$ cat config.mk
export PLATFORM = sky130hd
export DESIGN_NAME = video_gen
export DESIGN_NICKNAME = d
export VERILOG_FILES = /design/src/video_pkg.sv /design/src/video_timing.sv /design/src/video_regs.sv /design/src/pf_fetch.sv /design/src/pf_word_fifo.sv /design/src/pf_pixel_out.sv /design/src/video_gen.sv
export SDC_FILE = /design/constraint.sdc
export NUM_CORES = 1
export LEC_CHECK = 0
export BUFFER_PORTS_ARGS = -buffer_cell sky130_fd_sc_hd__buf_2
export CORE_ASPECT_RATIO = 0.7
export CORE_MARGIN = 2
export CORE_UTILIZATION = 40
export DETAILED_ROUTE_END_ITERATION = 10
export HOLD_SLACK_MARGIN = 0.05
export SLEW_MARGIN = 20
export SYNTH_ARGS = -nofsm -noshare
export SYNTH_HDL_FRONTEND = slang
export SYNTH_HIERARCHICAL = 1
export SYNTH_SLANG_ARGS = --single-unit
$ cat constraint.sdc
create_clock -name clk -period 4.15 [get_ports clk]
set_input_delay 0.6225 -clock clk [delete_from_list [all_inputs] [get_ports clk]]
set_output_delay 0.6225 -clock clk [all_outputs]
set_load 0.01 [all_outputs]
$ cat src/video_pkg.sv
// Shared definitions for the video generator:
// data and counter types, register numbers,
// the VRAM word union, configuration and raster structs,
// and the sync timing constants
`default_nettype none

package video_pkg;

typedef logic [15:0] word_t;                    // data word
typedef logic [15:0] addr_t;                    // VRAM word address
typedef logic [7:0]  color_t;                   // colour index
typedef logic [10:0] hres_t;                    // horizontal counter
typedef logic [10:0] vres_t;                    // vertical counter
typedef logic [5:0]  reg_num_t;                 // register number
typedef logic        bpp_t;                     // 0 = 4 bpp, 1 = 8 bpp

localparam bpp_t BPP_4 = 1'b0;
localparam bpp_t BPP_8 = 1'b1;

// register numbers
localparam reg_num_t XR_VID_CTRL     = 6'h00;  // border colour in 7:0
localparam reg_num_t XR_VID_INTR     = 6'h03;
localparam reg_num_t XR_VID_LEFT     = 6'h04;
localparam reg_num_t XR_VID_RIGHT    = 6'h05;
localparam reg_num_t XR_SCANLINE     = 6'h08;  // read only
localparam reg_num_t XR_VID_HSIZE    = 6'h0A;  // read only
localparam reg_num_t XR_VID_VSIZE    = 6'h0B;  // read only
localparam reg_num_t XR_PA_GFX_CTRL  = 6'h10;  // colorbase, blank, bpp
localparam reg_num_t XR_PA_DISP_ADDR = 6'h12;
localparam reg_num_t XR_PA_LINE_LEN  = 6'h13;

// sync placement after the visible area
localparam int H_FRONT = 2;                     // pixels
localparam int H_SYNC  = 4;
localparam int V_FRONT = 1;                     // lines
localparam int V_SYNC  = 1;

// one VRAM word seen as pixels, first pixel in the top bits
typedef union packed {
    logic [3:0][3:0] pix4;                      // four 4 bpp indices
    logic [1:0][7:0] pix8;                      // two 8 bpp indices
} pf_word_u;

typedef struct packed {
    color_t border_color;
    hres_t  vid_left;                           // first pixel of window
    hres_t  vid_right;                          // one past last pixel
} vid_cfg_t;

typedef struct packed {
    color_t colorbase;                          // XORed into each index
    logic   blank;                              // playfield off
    bpp_t   bpp;
    addr_t  disp_addr;                          // line 0 address
    word_t  line_len;                           // words between lines
} pf_cfg_t;

typedef struct packed {
    hres_t h_count;
    vres_t v_count;
    logic  h_visible;
    logic  v_visible;
    logic  end_of_line;                         // last cycle of a line
    logic  end_of_frame;                        // last cycle of visible frame
} raster_t;

endpackage

`default_nettype wire

$ cat src/video_timing.sv
// Raster timing: free-running horizontal and vertical counters,
// visibility, end-of-line and end-of-frame strobes, raw syncs
`default_nettype none
`timescale 1ns/1ns

module video_timing import video_pkg::*; #(
    parameter int H_VISIBLE = 640,
    parameter int H_TOTAL   = 800,
    parameter int V_VISIBLE = 480,
    parameter int V_TOTAL   = 525
) (
    input  wire logic   clk,
    input  wire logic   reset_i,
    output raster_t     raster_o,
    output logic        hsync_o,                // raw, registered downstream
    output logic        vsync_o
);

hres_t h_count;
vres_t v_count;
logic  last_h;
logic  last_v;

always_comb begin
    last_h = (h_count == hres_t'(H_TOTAL - 1));
    last_v = (v_count == vres_t'(V_TOTAL - 1));

    raster_o.h_count      = h_count;
    raster_o.v_count      = v_count;
    raster_o.h_visible    = (h_count < hres_t'(H_VISIBLE));
    raster_o.v_visible    = (v_count < vres_t'(V_VISIBLE));
    raster_o.end_of_line  = last_h;
    // end of the last visible line, the frame's data is done here
    raster_o.end_of_frame = last_h && (v_count == vres_t'(V_VISIBLE - 1));

    hsync_o = (h_count >= hres_t'(H_VISIBLE + H_FRONT)) &&
              (h_count <  hres_t'(H_VISIBLE + H_FRONT + H_SYNC));
    vsync_o = (v_count >= vres_t'(V_VISIBLE + V_FRONT)) &&
              (v_count <  vres_t'(V_VISIBLE + V_FRONT + V_SYNC));
end

always_ff @(posedge clk) begin
    if (reset_i) begin
        h_count <= '0;
        v_count <= '0;
    end else if (last_h) begin
        h_count <= '0;                          // wrap line
        if (last_v) begin
            v_count <= '0;                      // wrap frame
        end else begin
            v_count <= v_count + 1'b1;
        end
    end else begin
        h_count <= h_count + 1'b1;
    end
end

endmodule

`default_nettype wire

$ cat src/video_regs.sv
// Configuration registers: write decode into the video and
// playfield config structs, registered readback mux,
// interrupt pulse at end of visible frame or on request
`default_nettype none
`timescale 1ns/1ns

module video_regs import video_pkg::*; #(
    parameter int H_VISIBLE = 640,
    parameter int V_VISIBLE = 480
) (
    input  wire logic       clk,
    input  wire logic       reset_i,
    input  wire logic       reg_wr_en_i,
    input  wire reg_num_t   reg_num_i,
    input  wire word_t      reg_data_i,
    output word_t           reg_rd_data_o,
    input  wire raster_t    raster_i,
    output vid_cfg_t        vid_cfg_o,
    output pf_cfg_t         pf_cfg_o,
    output logic            video_intr_o
);

word_t rd_data;

// register writes
always_ff @(posedge clk) begin
    if (reset_i) begin
        video_intr_o           <= 1'b0;
        vid_cfg_o.border_color <= 8'h08;            // grey border until set up
        vid_cfg_o.vid_left     <= '0;
        vid_cfg_o.vid_right    <= hres_t'(H_VISIBLE);
        pf_cfg_o.colorbase     <= '0;
        pf_cfg_o.blank         <= 1'b1;             // playfield starts off
        pf_cfg_o.bpp           <= BPP_8;
        pf_cfg_o.disp_addr     <= '0;
        pf_cfg_o.line_len      <= word_t'(H_VISIBLE / 2);
    end else begin
        video_intr_o <= raster_i.end_of_frame;      // lands on first line of vblank
        if (reg_wr_en_i) begin
            case (reg_num_i)
                XR_VID_CTRL: begin
                    vid_cfg_o.border_color <= reg_data_i[7:0];
                end
                XR_VID_INTR: begin
                    video_intr_o <= 1'b1;           // software interrupt
                end
                XR_VID_LEFT: begin
                    vid_cfg_o.vid_left <= hres_t'(reg_data_i);
                end
                XR_VID_RIGHT: begin
                    vid_cfg_o.vid_right <= hres_t'(reg_data_i);
                end
                XR_PA_GFX_CTRL: begin
                    pf_cfg_o.colorbase <= reg_data_i[15:8];
                    pf_cfg_o.blank     <= reg_data_i[7];
                    pf_cfg_o.bpp       <= reg_data_i[4];
                end
                XR_PA_DISP_ADDR: begin
                    pf_cfg_o.disp_addr <= reg_data_i;
                end
                XR_PA_LINE_LEN: begin
                    pf_cfg_o.line_len <= reg_data_i;
                end
                default: begin
                end
            endcase
        end
    end
end

// readback select
always_comb begin
    case (reg_num_i)
        XR_VID_CTRL:     rd_data = {8'h00, vid_cfg_o.border_color};
        XR_VID_LEFT:     rd_data = word_t'(vid_cfg_o.vid_left);
        XR_VID_RIGHT:    rd_data = word_t'(vid_cfg_o.vid_right);
        XR_SCANLINE:     rd_data = word_t'(raster_i.v_count);
        XR_VID_HSIZE:    rd_data = word_t'(H_VISIBLE);
        XR_VID_VSIZE:    rd_data = word_t'(V_VISIBLE);
        XR_PA_GFX_CTRL:  rd_data = {pf_cfg_o.colorbase, pf_cfg_o.blank, 2'b00,
                                    pf_cfg_o.bpp, 4'h0};
        XR_PA_DISP_ADDR: rd_data = pf_cfg_o.disp_addr;
        XR_PA_LINE_LEN:  rd_data = pf_cfg_o.line_len;
        default:         rd_data = '0;              // intr and unused read zero
    endcase
end

always_ff @(posedge clk) begin
    reg_rd_data_o <= rd_data;                       // one cycle after reg_num_i
end

endmodule

`default_nettype wire

$ cat src/pf_fetch.sv
// Playfield fetch: per-line VRAM address generation,
// read pacing against FIFO fill and reads in flight,
// push of returned words into the word FIFO
`default_nettype none
`timescale 1ns/1ns

module pf_fetch import video_pkg::*; #(
    parameter int H_VISIBLE  = 640,
    parameter int V_VISIBLE  = 480,
    parameter int V_TOTAL    = 525,
    parameter int FIFO_DEPTH = 4
) (
    input  wire logic                            clk,
    input  wire logic                            reset_i,
    input  wire raster_t                         raster_i,
    input  wire pf_cfg_t                         pf_cfg_i,
    input  wire vid_cfg_t                        vid_cfg_i,
    input  wire logic [$clog2(FIFO_DEPTH+1)-1:0] fifo_count_i,
    output logic                                 push_o,
    output word_t                                push_data_o,
    output logic                                 vram_sel_o,
    output addr_t                                vram_addr_o,
    input  wire word_t                           vram_data_i
);

hres_t words_left;                                  // reads still to issue this line
hres_t win_width;
hres_t line_words;
addr_t line_addr;                                   // start of current line
addr_t fetch_addr;
logic  rd_pending;                                  // read issued last cycle
logic  first_line;
logic  line_start;

always_comb begin
    // line L is fetched from the hblank of line L-1, line 0 from the last line
    first_line = (raster_i.v_count == vres_t'(V_TOTAL - 1));
    line_start = (raster_i.h_count == hres_t'(H_VISIBLE)) && !pf_cfg_i.blank &&
                 (first_line || (raster_i.v_count < vres_t'(V_VISIBLE - 1)));

    win_width  = vid_cfg_i.vid_right - vid_cfg_i.vid_left;
    line_words = (pf_cfg_i.bpp == BPP_8) ? (win_width >> 1) : (win_width >> 2);

    // hold off when the FIFO could not take the returning word
    vram_sel_o  = (words_left != '0) &&
                  ((int'(fifo_count_i) + int'(rd_pending)) < FIFO_DEPTH);
    vram_addr_o = fetch_addr;

    push_o      = rd_pending;                       // data valid one cycle after sel
    push_data_o = vram_data_i;
end

always_ff @(posedge clk) begin
    if (reset_i) begin
        words_left <= '0;
        rd_pending <= 1'b0;
    end else begin
        rd_pending <= vram_sel_o;
        if (line_start) begin
            words_left <= line_words;
        end else if (vram_sel_o) begin
            words_left <= words_left - 1'b1;
        end
    end
end

always_ff @(posedge clk) begin
    if (line_start) begin
        if (first_line) begin
            line_addr  <= pf_cfg_i.disp_addr;
            fetch_addr <= pf_cfg_i.disp_addr;
        end else begin
            line_addr  <= line_addr + pf_cfg_i.line_len;
            fetch_addr <= line_addr + pf_cfg_i.line_len;
        end
    end else if (vram_sel_o) begin
        fetch_addr <= fetch_addr + 1'b1;
    end
end

endmodule

`default_nettype wire

$ cat src/pf_word_fifo.sv
// Small synchronous word FIFO between playfield fetch and
// pixel output, head word shown combinationally
`default_nettype none
`timescale 1ns/1ns

module pf_word_fifo import video_pkg::*; #(
    parameter int FIFO_DEPTH = 4
) (
    input  wire logic                        clk,
    input  wire logic                        reset_i,   // also cleared each frame
    input  wire logic                        push_i,
    input  wire word_t                       push_data_i,
    input  wire logic                        pop_i,
    output word_t                            head_o,
    output logic                             empty_o,
    output logic [$clog2(FIFO_DEPTH+1)-1:0]  count_o
);

localparam int PTR_W = $clog2(FIFO_DEPTH);
localparam int CNT_W = $clog2(FIFO_DEPTH + 1);

word_t            mem [FIFO_DEPTH];
logic [PTR_W-1:0] wr_ptr;
logic [PTR_W-1:0] rd_ptr;
logic             do_pop;

always_comb begin
    empty_o = (count_o == '0);
    do_pop  = pop_i && !empty_o;                    // pop on empty ignored
    head_o  = mem[rd_ptr];
end

always_ff @(posedge clk) begin
    if (reset_i) begin
        wr_ptr  <= '0;
        rd_ptr  <= '0;
        count_o <= '0;
    end else begin
        if (push_i) begin
            wr_ptr <= (wr_ptr == PTR_W'(FIFO_DEPTH - 1)) ? '0 : wr_ptr + 1'b1;
        end
        if (do_pop) begin
            rd_ptr <= (rd_ptr == PTR_W'(FIFO_DEPTH - 1)) ? '0 : rd_ptr + 1'b1;
        end
        count_o <= count_o + CNT_W'(push_i) - CNT_W'(do_pop);
    end
end

always_ff @(posedge clk) begin
    if (push_i) begin
        mem[wr_ptr] <= push_data_i;
    end
end

endmodule

`default_nettype wire

$ cat src/pf_pixel_out.sv
// Pixel output: unpacks the FIFO head word by bpp, applies
// colorbase and border window, registers colour with syncs
`default_nettype none
`timescale 1ns/1ns

module pf_pixel_out import video_pkg::*; (
    input  wire logic       clk,
    input  wire logic       reset_i,
    input  wire raster_t    raster_i,
    input  wire logic       hsync_i,
    input  wire logic       vsync_i,
    input  wire vid_cfg_t   vid_cfg_i,
    input  wire pf_cfg_t    pf_cfg_i,
    input  wire word_t      head_i,
    input  wire logic       empty_i,
    output logic            pop_o,
    output color_t          color_index_o,
    output logic            h_blank_o,
    output logic            v_blank_o,
    output logic            hsync_o,
    output logic            vsync_o,
    output logic            dv_de_o
);

logic [1:0] pix_pos;                                // pixel within head word
pf_word_u   word;
color_t     pf_index;
logic       in_window;
logic       draw;
logic       take;
logic       last_pix;

always_comb begin
    word      = head_i;
    in_window = (raster_i.h_count >= vid_cfg_i.vid_left) &&
                (raster_i.h_count <  vid_cfg_i.vid_right);
    draw      = raster_i.h_visible && raster_i.v_visible && in_window && !pf_cfg_i.blank;
    take      = draw && !empty_i;                   // underflow shows border
    if (pf_cfg_i.bpp == BPP_8) begin
        pf_index = word.pix8[~pix_pos[0]];          // high byte first
        last_pix = pix_pos[0];
    end else begin
        pf_index = {4'h0, word.pix4[~pix_pos]};     // high nibble first
        last_pix = (pix_pos == 2'd3);
    end
    pop_o = take && last_pix;
end

always_ff @(posedge clk) begin
    if (reset_i) begin
        pix_pos   <= '0;
        hsync_o   <= 1'b0;
        vsync_o   <= 1'b0;
        dv_de_o   <= 1'b0;
        h_blank_o <= 1'b1;
        v_blank_o <= 1'b1;
    end else begin
        hsync_o   <= hsync_i;
        vsync_o   <= vsync_i;
        dv_de_o   <= raster_i.h_visible && raster_i.v_visible;
        h_blank_o <= !raster_i.h_visible;
        v_blank_o <= !raster_i.v_visible;
        if (raster_i.end_of_line) begin
            pix_pos <= '0;                          // each line starts on a word
        end else if (take) begin
            pix_pos <= last_pix ? 2'd0 : pix_pos + 1'b1;
        end
    end
end

always_ff @(posedge clk) begin
    color_index_o <= take ? (pf_index ^ pf_cfg_i.colorbase) : vid_cfg_i.border_color;
end

endmodule

`default_nettype wire

$ cat src/video_gen.sv
// Video generator top level: raster timing, config registers,
// playfield fetch, word FIFO and pixel output chain
`default_nettype none
`timescale 1ns/1ns

module video_gen import video_pkg::*; #(
    parameter int H_VISIBLE  = 640,
    parameter int H_TOTAL    = 800,
    parameter int V_VISIBLE  = 480,
    parameter int V_TOTAL    = 525,
    parameter int FIFO_DEPTH = 4
) (
    input  wire logic       clk,
    input  wire logic       reset_i,
    input  wire logic       reg_wr_en_i,
    input  wire reg_num_t   reg_num_i,
    input  wire word_t      reg_data_i,
    output word_t           reg_rd_data_o,
    output logic            video_intr_o,
    output logic            vram_sel_o,
    output addr_t           vram_addr_o,
    input  wire word_t      vram_data_i,
    output color_t          color_index_o,
    output logic            h_blank_o,
    output logic            v_blank_o,
    output logic            hsync_o,
    output logic            vsync_o,
    output logic            dv_de_o
);

localparam int CNT_W = $clog2(FIFO_DEPTH + 1);

raster_t          raster;
logic             hsync_raw;
logic             vsync_raw;
vid_cfg_t         vid_cfg;
pf_cfg_t          pf_cfg;
logic [CNT_W-1:0] fifo_count;
logic             fifo_push;
word_t            fifo_push_data;
logic             fifo_pop;
word_t            fifo_head;
logic             fifo_empty;
logic             fifo_clear;

assign fifo_clear = reset_i | raster.end_of_frame;   // drop leftovers each frame

video_timing #(
    .H_VISIBLE(H_VISIBLE), .H_TOTAL(H_TOTAL), .V_VISIBLE(V_VISIBLE), .V_TOTAL(V_TOTAL)
) u_timing (
    .clk(clk), .reset_i(reset_i), .raster_o(raster), .hsync_o(hsync_raw), .vsync_o(vsync_raw)
);

video_regs #(.H_VISIBLE(H_VISIBLE), .V_VISIBLE(V_VISIBLE)) u_regs (
    .clk(clk), .reset_i(reset_i),
    .reg_wr_en_i(reg_wr_en_i), .reg_num_i(reg_num_i), .reg_data_i(reg_data_i),
    .reg_rd_data_o(reg_rd_data_o), .raster_i(raster),
    .vid_cfg_o(vid_cfg), .pf_cfg_o(pf_cfg), .video_intr_o(video_intr_o)
);

pf_fetch #(
    .H_VISIBLE(H_VISIBLE), .V_VISIBLE(V_VISIBLE), .V_TOTAL(V_TOTAL), .FIFO_DEPTH(FIFO_DEPTH)
) u_fetch (
    .clk(clk), .reset_i(reset_i), .raster_i(raster), .pf_cfg_i(pf_cfg), .vid_cfg_i(vid_cfg),
    .fifo_count_i(fifo_count), .push_o(fifo_push), .push_data_o(fifo_push_data),
    .vram_sel_o(vram_sel_o), .vram_addr_o(vram_addr_o), .vram_data_i(vram_data_i)
);

pf_word_fifo #(.FIFO_DEPTH(FIFO_DEPTH)) u_fifo (
    .clk(clk), .reset_i(fifo_clear),
    .push_i(fifo_push), .push_data_i(fifo_push_data), .pop_i(fifo_pop),
    .head_o(fifo_head), .empty_o(fifo_empty), .count_o(fifo_count)
);

pf_pixel_out u_pixel_out (
    .clk(clk), .reset_i(reset_i), .raster_i(raster),
    .hsync_i(hsync_raw), .vsync_i(vsync_raw),
    .vid_cfg_i(vid_cfg), .pf_cfg_i(pf_cfg),
    .head_i(fifo_head), .empty_i(fifo_empty), .pop_o(fifo_pop),
    .color_index_o(color_index_o), .h_blank_o(h_blank_o), .v_blank_o(v_blank_o),
    .hsync_o(hsync_o), .vsync_o(vsync_o), .dv_de_o(dv_de_o)
);

endmodule

`default_nettype wire

* Word level (Yosys, flattened, before mapping)
Memory sizes are Yosys's and may differ from the RTL's. A register that Yosys moved wholly into a read port is not among the register bits. Index checks and enable logic that the tools add are counted.
Operators by class: add/subtract/negate cells 12, bitwise logic cells 4, $lt $le $gt $ge 12, multipliers 0, mux-type cells 24, reduce and logical (&&, ||, !) cells 29, shift operators 0, equal/unequal tests 16, divide/modulo/power cells 0
Operator list (count):
- one-hot mux 16 bit (9 select lines) | 1
- 2-to-1 mux 16 bit | 3
- == test 11 x 10 -> 1 bit (second input constant) | 3
- < comparator 11 x 9 -> 1 bit (second input constant) | 3
- 2-to-1 mux 11 bit | 3
- < comparator 32 x 4 -> 1 bit (second input constant) | 1
- 2-to-1 mux 8 bit | 4
- adder 11 x 1 -> 11 bit (second input constant) | 2
- < comparator 11 x 10 -> 1 bit (second input constant) | 2
- == test 6 x 4 -> 1 bit (second input constant) | 3
- == test 6 x 5 -> 1 bit (second input constant) | 3
- adder 16 x 1 -> 16 bit (second input constant) | 1
- adder 16 bit | 1
- logical AND 1 bit | 13
- == test 6 x 3 -> 1 bit (second input constant) | 2
- AND reduction 2 bit | 6
- == test 11 x 9 -> 1 bit (second input constant) | 1
- >= comparator 11 x 10 -> 1 bit (second input constant) | 1
- >= comparator 11 bit | 1
- >= comparator 11 x 9 -> 1 bit (second input constant) | 1
- < comparator 11 bit | 1
- nonzero test 11 bit | 1
- subtractor 11 x 1 -> 11 bit (second input constant) | 1
- subtractor 11 bit | 1
- other kinds (23) | 38
Storage, ports and cells: latch bits 0, bits in read-only memories 0, input port bits 41, memories 1, register bits 177, RAM bits 64, word-level logic and storage cells 124
Memories:
- u_fifo.mem | words 4, bits a word 16, rd ports 1, clocked after memory_dff 1, wr ports 1, line pf_word_fifo.sv:22 | word_t mem [FIFO_DEPTH];

* Logic depth before layout (Yosys ltp)
Gate-level depths: netlist of run 1.
depth after elaboration 9, gate-level depth with buffers 18, gate-level depth less buffers 17

* Modules after synthesis
Netlist of run 1, hierarchy kept.
By module, submodules not included:
- pf_fetch | cells an instance 446, times used 1, area an instance 3901.2 µm²
- video_regs | cells an instance 413, times used 1, area an instance 3583.4 µm²
- pf_word_fifo | cells an instance 128, times used 1, area an instance 2810.2 µm²
- pf_pixel_out | cells an instance 148, times used 1, area an instance 1361.3 µm²
- video_timing | cells an instance 137, times used 1, area an instance 1123.6 µm²
- video_gen | cells an instance 1, times used 1, area an instance 6.3 µm²

* Worst setup path after synthesis of run 1
OpenSTA, ideal clock, no wires.
path kind register to register, start point reg u_timing.h_count[0], end point reg u_fifo.count_o[2], required time 4.025 ns, cell stages (with the launch flop) 18, setup time 0.125 ns, slack 1.151 ns, arrival time 2.874 ns, path through dfxtp_1 inv_1 ha_1 nand2b_1 nand3_1 a211oi_1 or3_1 o311ai_1 buf_6 nor2_1 o31a_1 ha_1 inv_1 ha_1 inv_1 fa_1 xnor3_1 nor2_1
Between the ends: word-level cells in the longest chain between the ends 8, elaborated cells on any way between the ends 14, classes of those cells 1 x add/sub; 3 x order compare; 1 x eq/ne; 1 x bitwise; 8 x reduce/logical
RTL lines:
- from (decl) | line video_timing.sv:19 | hres_t h_count;
- from (signal assigned) | line video_timing.sv:54 | h_count <= h_count + 1'b1;
- < comparator 11 x 10 -> 1 bit, or another cell as far along | line video_timing.sv:30 | raster_o.h_visible = (h_count < hres_t'(H_VISIBLE));
- logical AND 1 bit (on tied branches) | line pf_pixel_out.sv:37, pf_pixel_out.sv:35
- logical AND 1 bit * (2 in series) | line pf_pixel_out.sv:37 | draw = raster_i.h_visible && raster_i.v_visible && in_window && !pf_cfg_i.blank;
- logical AND 1 bit * | line pf_pixel_out.sv:38 | take = draw && !empty_i;
- logical AND 1 bit * | line pf_pixel_out.sv:46 | pop_o = take && last_pix;
- named net fifo_pop | line video_gen.sv:41 | logic fifo_pop;
- logical AND 1 bit * | line pf_word_fifo.sv:29 | do_pop = pop_i && !empty_o;
- subtractor 3 x 1 -> 3 bit * | line pf_word_fifo.sv:45 | count_o <= count_o + CNT_W'(push_i) - CNT_W'(do_pop);
- to (signal assigned) | line pf_word_fifo.sv:45
- to (decl) | line pf_word_fifo.sv:16 | output logic [$clog2(FIFO_DEPTH+1)-1:0] count_o
Mark *: on every way through the listed nets, which the timed path passes. The rest lies on a longest branch. A chain may end at the register's enable or synchronous reset.

* Worst setup path in the final report of run 1
start point reg u_timing.h_count[4], end point reg u_fifo.count_o[2]
Same word-level chain as after synthesis.

==> results of run 1 <==
[final cells by class]
type / count / area [sq um] / area share
Multi-Input combinational cell: 903 / 6370 / 0.439
Sequential cell: 243 / 5830 / 0.402
Clock buffer: 28 / 668 / 0.0461
Timing Repair Buffer: 99 / 541 / 0.0373
Tap cell: 420 / 526 / 0.0362
Clock inverter: 20 / 358 / 0.0247
Inverter: 59 / 221 / 0.0153
[cell families after synthesis]
kind of cell,count (synthesis)
DFF,243
muxes,102
AOI/OAI and AO/OA,235
and+or+nand+nor,445
buffers and inverters,127
adders and majority gates,63
xor gates and xnor gates,58
[synth_stat cells (11+ instances only)]
cell type,number,area share
dfxtp_1,147,0.23
nand2_1,143,0.042
nor2_1,124,0.036
a21oi_1,96,0.038
edfxtp_1,96,0.23
ha_1,60,0.059
mux2i_1,59,0.046
inv_1,58,0.017
xnor2_1,36,0.025
nand3_1,33,0.013
clkbuf_1,32,0.0094
o21ai_0,26,0.010
nor3_1,24,0.0094
mux2_2,23,0.020
xor2_1,21,0.014
a22oi_1,19,0.011
buf_4,17,0.010
nand4_1,17,0.0083
a211oi_1,16,0.0094
a21o_1,12,0.0070
and3_1,12,0.0059
nor4_1,12,0.0059
mux4_2,11,0.019
[per-layer routing]
layer  global-route usage  vias to the layer above
met1                0.312                     4736
met3               0.0408                       49
met5                    0                        -
li1                     -                     4736
met2                0.309                      292
met4               0.0359                        0
[power by group through the flow]
stage | Combinational (mW) | Clock, mW | Sequential (mW)
final | 1.36 | 2.76 | 3.07
after detailed placement | 1.36 | 0 | 3.11
after floorplan | 0.939 | 0 | 3.09
after global routing | 1.51 | 2.91 | 3.11
after global placement | 1.35 | 0 | 3.11
after CTS | 1.37 | 2.81 | 3.07
[critical path, stage by stage (launching register included)]
cell	delay (ns)
dfxtp_1	0.57
ha_1	0.33
a21o_1	0.17
nand3_1	0.07
a21oi_1	0.06
or3_1	0.33
o311ai_2	0.08
buf_4	0.26
nor2_1	0.09
o31a_1	0.16
ha_1	0.28
inv_1	0.05
ha_1	0.13
inv_1	0.05
fa_1	0.36
xnor3_1	0.20
nor2_1	0.04
[cells in the final DEF (no fill, tap or decap), types with 5 or more instances in the layout]
cell,instances
dfxtp_1,147
nand2_1,143
nor2_1,124
a21oi_1,96
edfxtp_1,96
buf_2,86
ha_1,60
mux2i_1,59
inv_1,58
xnor2_1,36
nand3_1,33
clkbuf_16,26
o21ai_0,26
nor3_1,24
mux2_2,23
xor2_1,21
a22oi_1,19
nand4_1,17
a211oi_1,16
buf_4,12
and3_1,12
nor4_1,12
a21o_1,12
mux4_2,11
nand2b_1,10
bufinv_16,9
o21a_1,9
mux4_1,9
or3_1,8
nor2b_1,8
and2_1,8
a211o_1,7
or4_1,6
a31oi_1,6
clkinv_2,5
o211ai_1,5
o31ai_1,5
[state kept, by name (all words and copies together) (netlist names), 2 cells and up, named ones only]
| register | cells |
|---|---|
| u_timing/h_count | 11 |
| u_fifo/count_o | 3 |
| u_fifo/rd_ptr | 2 |
| u_regs/vid_cfg_o | 30 |
| u_fetch/words_left | 11 |
| u_regs/reg_rd_data_o | 16 |
| u_pixel_out/color_index_o | 8 |
| u_fetch/vram_addr_o | 16 |
| u_fifo/wr_ptr | 2 |
| u_regs/pf_cfg_o | 42 |
| u_pixel_out/pix_pos | 2 |
| u_fetch/line_addr | 16 |
| u_fifo/mem | 64 |
| u_timing/v_count | 11 |
[worst min-delay path by stage]
stage          cells past startpoint  slack (ns)                 endpoint
4_1_cts                            1        0.24        u_fifo/mem[0][10]
2_1_floorplan                      2        0.45  u_regs/reg_rd_data_o[5]
3_3_place_gp                       2        0.48     u_regs/vid_cfg_o[17]
5_1_grt                            1        0.25         u_fifo/mem[3][4]
3_5_place_dp                       2        0.48      u_regs/pf_cfg_o[15]
6_report                           1        0.26        u_fifo/mem[0][10]
==> key figures, run 1 <==
Power
  – Switching Share: 0.278
  – Final Power: about 7.2 mW
  – Sw power: between 2 and 2.5 mW
  – Power Dens Cells: ~500 nW/um^2
  – Int Pwr: between 5 and 6 mW
  – Peak supply drop: between 0.0003 and 0.0004 V
  – Pleak: about 5.6 nW
  – Clock power frac: 0.384
  – Combinational fraction of design power: 0.190
  – Sequential power share: 0.427

Die
  – Die Area: 33400 sq um
  – Core box area: around 31000 sq um
  – IO Pins: 88
  – Initial Util: 0.409
  – Rows: 54
  – Die height: 154 microns
  – Die Span X: ~220 microns

Logic synthesis
  – Net Count, Synth: 1377
  – Area fraction in compound gates after synthesis: 0.118
  – Number of synthesized flops with an enable pin: between 90 and 100
  – Synth warn: 6
  – Simple-gate portion of the synthesized area: 0.171
  – FFs w/ async S/R, synth: 0
  – Largest family of logic cells by synthesized area: simple AND/OR/NAND/NOR gates
  – Sequential-to-total area share from yosys stat: 0.456
  – Post-synth cell types: 83
  – Netlist Area Pre-Place: 12800 sq um
  – Adder-cell share of the synthesized area: 0.0634
  – Mux contribution to synthesized area: 0.104
  – Yosys reg bits: between 200 and 250
  – Mapped Cells: between 1000 and 1500
  – Post-Syn Area per Cell: approximately 10 sq um
  – Main synth FF type: dfxtp_1
  – Post-Synth XOR/XNOR Area: 0.0408

Clocking
  – Clk_lat worst skew: about 0.57 ns
  – Num CTS Buffers: 26
  – Post-CTS setup buffer count: 0
  – CTS Hold Bufs: 0
  – Clock transition at path regs: ~0.070 ns
  – CTS tree: yes
  – CTS Buffer Depth: 3
  – H-tree depth: 1
  – Sinks on Clock Net: ~240
  – Root Buffer: clkbuf_16
  – # resized after CTS: 0

Drt
  – Initial DRC count: ~950
  – Detailed Routing Iterations Pass 1: 8
  – Final wirelength: between 30000 and 40000 microns
  – Routed length on met1: about 17000 microns
  – DR DRC count: 0
  – Vias per inst: about 5.5
  – Top Metal Used: met4
  – Final ANT Viol Nets: 0
  – Vias: ~9800
  – DR WL met2: ~15000 microns
  – Routed length on met3: approximately 2300 microns
  – WL per Instance: 19.6 microns

Finish
  – Final Instance Area: ~15000 sq um
  – Fin cells: 1772
  – Util after Layout: 0.464
  – Area grow syn2layout: 13.5%
  – Final #Nets: ~1400
  – Layout cell share with drive strength beyond 1: 0.149
  – Filler cells: between 2000 and 3000
  – # diodes: 0

Timing
  – Final Hold Viols: 0
  – Fmax achieved: around 300 MHz
  – Final WS setup: between 0.8 and 0.9 ns
  – Endpoints failing setup: 0
  – RSZ-0062 raised after global routing: false
  – Actual slew at the worst max-slew pin: about 1.0 ns
  – Period minus WS final: about 3.3 ns
  – Slew Limit Fails: 0
  – Hold slack final: 0.261 ns
  – Crit share post-route: 0.807
  – Setup_tns: 0 ns
  – Fin Clk Skew: between 0.03 and 0.04 ns
  – Slew headroom: 0.301

Worst hold path
  – Classification of the worst-slack hold path: in -> reg
  – Hold Path Origin: vram_data_i[10]

Global routing
  – Global-route wire length before repair: ~54000 microns
  – Largest net degree at the start of global routing: 55
  – Vias in the first global route: about 9200
  – Gr ovfl total: 0
  – All-Layer GR Usage: 0.207
  – Initial antenna violation count: 0

Worst setup path
  – Worst Path Max Fanout: 11
  – Worst EP required: 4.58 ns
  – Slack of the worst reg-to-reg path: ~0.8 ns
  – Critical path class: reg -> reg
  – CP arrival: around 3.8 ns
  – Critical path endpoint: u_fifo/count_o[2]
  – Reg2Reg Depth: 16
  – Worst setup SP type: register
  – Worst setup path start: u_timing/h_count[4]
  – Reg-to-reg critical path endpoint: u_fifo/count_o[2]
  – R2R Path Start: u_timing/h_count[4]
  – Setup crit end kind: register

Placement
  – Setup slack at placement: ~0.83 ns
  – Post-DP HPWL: 25700 microns
  – I/O Buffers: 87
  – Placer Congestion: ~0.9
  – DP Area: ~13000 sq um
  – DP Cell Count: roughly 1700

Flow run
  – MaxCap Viol Count: 0

Run status
  – Outcome: completed
(Power assumes the default switching activity.)
==> run 2, diff against run 1 <==
==> constraint.sdc (replaced) <==
create_clock -name clk -period 3.49 [get_ports clk]
set_input_delay 0.5235 -clock clk [delete_from_list [all_inputs] [get_ports clk]]
set_output_delay 0.5235 -clock clk [all_outputs]
set_load 0.01 [all_outputs]
==> key figures, run 2 (synthesized netlist as in run 1, its figures left out) <==
Die
  – Die Area: ~33000 sq um
  – IO Pins: 88
  – Rows: 54
  – Die height: 154 microns
  – Die Span X: roughly 220 microns
  – Initial Util: 0.409
  – Core box area: about 31000 sq um

Clocking
  – Post-CTS setup buffer count: 0
  – Clk_lat worst skew: around 0.56 ns
  – CTS Hold Bufs: 0
  – Clock transition at path regs: 0.06 ns
  – Sinks on Clock Net: between 200 and 250
  – CTS Buffer Depth: 3
  – Root Buffer: clkbuf_16
  – CTS tree: yes
  – H-tree depth: 1
  – Num CTS Buffers: 25
  – # resized after CTS: 0

Worst setup path
  – R2R Path Start: u_timing/h_count[0]
  – Reg-to-reg critical path endpoint: u_fifo/count_o[2]
  – Crit-path most repeated cell: inv_1
  – Cell family with most CP delay: compound AO/OA/AOI/OAI gates
  – Worst path cell trace: inv_1 -> ha_1 -> or3b_2 -> o41ai_2 -> inv_1 -> buf_2
  – Slack of the worst reg-to-reg path: roughly 0.38 ns
  – Reg2Reg Depth: 16
  – Max incr delay on CP: about 0.55 ns
  – Worst setup SP type: register
  – CP bufs+invs: 3
  – Worst EP required: just under 3 ns
  – CP arrival: ~2.6 ns
  – Crit-path slowest cell: o41ai_2
  – Worst Path Max Fanout: 6
  – Setup crit end kind: output pin
  – Critical path class: reg -> out
  – Worst setup path start: u_fetch/words_left[0]

Power
  – Clock power frac: 0.347
  – Combinational fraction of design power: 0.201
  – Int Pwr: about 5.8 mW
  – Power Dens Cells: roughly 560 nW/um^2
  – Pleak: between 5 and 6 nW
  – Peak supply drop: 0.000395 V
  – Sequential power share: 0.453
  – Sw power: 2.32 mW
  – Switching Share: 0.287

Drt
  – DR DRC count: 0
  – Final ANT Viol Nets: 0
  – Detailed Routing Iterations Pass 1: 6
  – Vias: around 9900
  – Final wirelength: 35300 microns
  – Initial DRC count: 865
  – Vias per inst: 5.55
  – WL per Instance: between 15 and 20 microns

Global routing
  – Global-route wire length before repair: 54700 microns
  – Largest net degree at the start of global routing: 53
  – Initial antenna violation count: 1
  – Vias in the first global route: slightly above 9000
  – Gr ovfl total: 0
  – All-Layer GR Usage: 0.209

Timing
  – Endpoints failing setup: 0
  – Fin Clk Skew: roughly 0.013 ns
  – Period minus WS final: approximately 3.1 ns
  – Crit share post-route: 0.893
  – Final Hold Viols: 0
  – Final WS setup: about 0.37 ns
  – Slew Limit Fails: 0
  – Setup_tns: 0 ns
  – RSZ-0062 raised after global routing: false
  – Fmax achieved: roughly 320 MHz
  – Slew headroom: 0.380
  – Actual slew at the worst max-slew pin: 0.929 ns

Finish
  – Final Instance Area: between 10000 and 15000 sq um
  – Reg area: between 5000 and 6000 sq um
  – Reg with most FFs: u_fifo/mem
  – Filler cells: ~2900
  – Biggest regs: u_fifo/mem (64), u_regs/pf_cfg_o (42), u_regs/vid_cfg_o (30)
  – Fin cells: ~1800
  – Area grow syn2layout: 13.4%
  – Area of the multi-input gates: about 6400 sq um
  – Most frequent cells in the layout: dfxtp_1, nand2_1, nor2_1
  – Max reg flops: 64
  – Final #Nets: 1456
  – Layout cell share with drive strength beyond 1: 0.159
  – Commonest non-fill, non-tap cell in the layout: dfxtp_1

Run status
  – Outcome: completed

Worst hold path
  – Hold Path Origin: vram_data_i[14]
  – Hold EP: u_fifo/mem[1][14]
  – Worst hold path cell count: 1
  – Classification of the worst-slack hold path: in -> reg

Placement
  – I/O Buffers: between 80 and 90
  – Post-DP HPWL: between 20000 and 30000 microns
  – DP Area: around 14000 sq um
  – DP Cell Count: 1745
  – Placer Congestion: 0.909
  – Setup slack at placement: approximately 0.38 ns

Flow run
  – MaxCap Viol Count: 0
==> run 2: cell types whose count changed in the layout (fill, tap and decap cells not counted), sizes merged <==
cell    change
inv         +1
diode       +1
clkbuf      +6
bufinv      -6
clkinv      -4
buf        +21
==> run 2: metal layers <==
metal | track usage | wire length [microns]
met1 | 0.315 | 17500
met2 | 0.300 | 14600
met3 | 0.0457 | 2290
met4 | 0.0548 | 859
met5 | 0 | 0
==> run 2: worst max path at each step <==
stage | end | depth (start not counted)
finish | vram_sel_o | 6
global placement | u_fifo/count_o[2] | 16
CTS | vram_sel_o | 6
global route | u_fifo/count_o[2] | 16
detailed placement | u_fifo/count_o[2] | 16
floorplan | u_fifo/count_o[2] | 17
==> run 2: power by group through the flow <==
stage	sequential [mW]	combinational [mW]	clock (mW)
3_5_place_dp	3.71	1.63	0
6_report	3.65	1.62	2.80
3_3_place_gp	3.70	1.61	0
4_1_cts	3.65	1.63	2.86
2_1_floorplan	3.68	1.12	0
5_1_grt	3.70	1.81	2.96
==> run 2: layout make-up <==
type                    count  area share
multi-input cells         903       0.440
flip-flops and latches    243       0.402
clock buffers              34      0.0489
repair buffers            120      0.0481
well taps                 420      0.0362
inverters                  59      0.0153
clock inverters            11      0.0100
diodes                      1    0.000173
==> run 2: worst reg2reg max path, stage by stage (launching register included) <==
cell	delay (ns)
dfxtp_1	0.46
inv_1	0.09
ha_1	0.29
nand2b_1	0.14
nand3_1	0.09
a211oi_1	0.07
or3_1	0.39
o311ai_2	0.11
nor2_1	0.10
o31a_1	0.16
ha_1	0.29
inv_1	0.06
ha_1	0.12
inv_1	0.05
fa_1	0.36
xnor3_1	0.20
nor2_1	0.04
==> run 2: stage by stage <==
step,total power [mW],hold slack (ns),utilization
floorplan,4.80,0.448,-
global placement,5.31,0.486,0.436
detailed placement,5.33,0.484,0.436
CTS,8.15,0.169,0.463
global route,8.48,0.179,0.464
finish,8.08,0.191,0.464
==> run 3, diff against run 2 <==
--- a/config.mk
+++ b/config.mk
@@ -9,6 +9,7 @@
 export CORE_ASPECT_RATIO = 0.7
 export CORE_MARGIN = 2
 export CORE_UTILIZATION = 40
+export CTS_BUF_LIST = sky130_fd_sc_hd__clkbuf_8
 export DETAILED_ROUTE_END_ITERATION = 10
 export HOLD_SLACK_MARGIN = 0.05
 export SLEW_MARGIN = 20
==> key figures, run 3 (synthesized netlist as in run 1, its figures left out) <==
Power
  – Power Dens Cells: about 530 nW/um^2
  – Pleak: around 5.6 nW
  – Peak supply drop: 0.000300 V

Global routing
  – Largest net degree at the start of global routing: 53
  – Vias in the first global route: about 9400
  – Initial antenna violation count: 2
  – Gr ovfl total: 0
  – Global-route wire length before repair: approximately 55000 microns
  – All-Layer GR Usage: 0.212

Placement
  – I/O Buffers: between 80 and 90
  – Post-DP HPWL: approximately 26000 microns
  – Placer Congestion: slightly above 0.9
  – Setup slack at placement: 0.376 ns

Die
  – Die Area: roughly 33000 sq um
  – Rows: 54
  – Die height: approximately 150 microns
  – Die Span X: around 220 microns
  – IO Pins: around 90
  – Initial Util: 0.409
  – Core box area: between 30000 and 40000 sq um

Finish
  – Reg with most FFs: u_fifo/mem
  – Layout cell share with drive strength beyond 1: 0.162
  – Filler cells: ~3000
  – Max reg flops: 64
  – Biggest regs: u_fifo/mem (64), u_regs/pf_cfg_o (42), u_regs/vid_cfg_o (30)
  – Area grow syn2layout: 12.3%
  – Commonest non-fill, non-tap cell in the layout: dfxtp_1
  – Most frequent cells in the layout: dfxtp_1, nand2_1, nor2_1
  – Final #Nets: 1470

Worst hold path
  – Classification of the worst-slack hold path: in -> reg
  – Hold EP: u_fifo/mem[3][3]
  – Hold Path Origin: vram_data_i[3]
  – Worst hold path cell count: 1

Clocking
  – Post-CTS setup buffer count: 0
  – CTS tree: yes
  – CTS Hold Bufs: 0
  – Clock transition at path regs: about 0.060 ns
  – Clk_lat worst skew: 0.58 ns
  – Root Buffer: clkbuf_8
  – CTS Buffer Depth: 3
  – H-tree depth: 2
  – # resized after CTS: 0
  – Num CTS Buffers: 39
  – Sinks on Clock Net: 243

Timing
  – Period minus WS final: 3.13 ns
  – Final WS setup: 0.363 ns
  – RSZ-0062 raised after global routing: false
  – Setup_tns: 0 ns
  – Crit share post-route: 0.896
  – Slew headroom: 0.393
  – Endpoints failing setup: 0
  – Slew Limit Fails: 0
  – Final Hold Viols: 0
  – Fmax achieved: 320 MHz
  – Fin Clk Skew: 0.0372 ns
  – Actual slew at the worst max-slew pin: 0.910 ns

Worst setup path
  – Crit-path most repeated cell: inv_1
  – Critical path class: reg -> out
  – Max incr delay on CP: 0.54 ns
  – CP arrival: about 2.6 ns
  – Reg-to-reg critical path endpoint: u_fifo/count_o[2]
  – R2R Path Start: u_timing/h_count[0]
  – Slack of the worst reg-to-reg path: around 0.37 ns
  – Worst setup SP type: register
  – Reg2Reg Depth: 16
  – Worst Path Max Fanout: 6
  – Worst path cell trace: inv_1 -> ha_1 -> or3b_2 -> o41ai_2 -> inv_1 -> buf_2
  – Worst EP required: between 2 and 3 ns
  – Crit-path slowest cell: o41ai_2
  – Setup crit end kind: output pin

Drt
  – Initial DRC count: 929
  – Detailed Routing Iterations Pass 1: 5
  – DR WL met2: between 10000 and 15000 microns
  – Routed length on met1: around 17000 microns
  – Vias per inst: roughly 5.5
  – Final ANT Viol Nets: 0
  – Final wirelength: about 35000 microns
  – WL per Instance: 19.5 microns
  – Vias: between 9000 and 10000
  – Routed length on met3: between 2000 and 3000 microns
  – DR DRC count: 0
  – Top Metal Used: met4

Flow run
  – MaxCap Viol Count: 0

Run status
  – Outcome: completed
[run 3: final cells by class]
type                       instances  area, sq um  share of cell area
inverter                          59          221              0.0154
tap                              420          526              0.0366
timing repair buffer             120          698              0.0486
multi-input combinational        903         6370               0.444
clock inverter                    27          121             0.00845
sequential                       243         5830               0.406
antenna                            2         5.00            0.000348
clock buffer                      43          592              0.0412
[run 3: report_power, final]
part	internal [mW]	total, mW	switching, mW
clock network	1.14	2.32	1.18
registers	3.38	3.65	0.270
logic	0.724	1.62	0.892
total	5.25	7.59	2.34
[run 3: worst max-delay path by stage]
| stage | startpoint | end | slack [ns] | depth (start not counted) |
|---|---|---|---|---|
| 6_report | u_fetch/words_left[0] | vram_sel_o | 0.36 | 6 |
| 5_1_grt | u_timing/v_count[8] | u_fifo/count_o[2] | 0.02 | 16 |
| 4_1_cts | u_fetch/words_left[0] | vram_sel_o | 0.30 | 6 |
| 3_5_place_dp | u_timing/v_count[7] | u_fifo/count_o[2] | 0.38 | 16 |
| 3_3_place_gp | u_timing/h_count[0] | u_fifo/count_o[2] | 0.44 | 16 |
| 2_1_floorplan | u_timing/h_count[0] | u_fifo/count_o[2] | 0.49 | 17 |
[run 3: metrics by stage]
stage	hold slack [ns]	utilization	std cells	cell area, sq um	power (mW)
floorplan	0.448	-	1273	12800	4.80
CTS	0.143	0.459	1815	14400	7.68
finish	0.177	0.459	1817	14400	7.59
detailed placement	0.484	0.436	1745	13600	5.33
global route	0.138	0.459	1817	14400	8.03
global placement	0.486	0.436	1745	13600	5.31
[run 3: metal layers]
metal	GRT usage	vias up
li1	-	4790
met4	0.0603	0
met1	0.316	4772
met3	0.0544	63
met5	0	-
met2	0.301	323
[run 3: critical path, delay by kind of cell (launching register included)]
kind,cells,cell delay (ns)
DFF,1,0.34
buffers and inverters,3,0.51
AOI/OAI and AO/OA,1,0.54
and+or+nand+nor,1,0.48
adders and majority gates,1,0.18
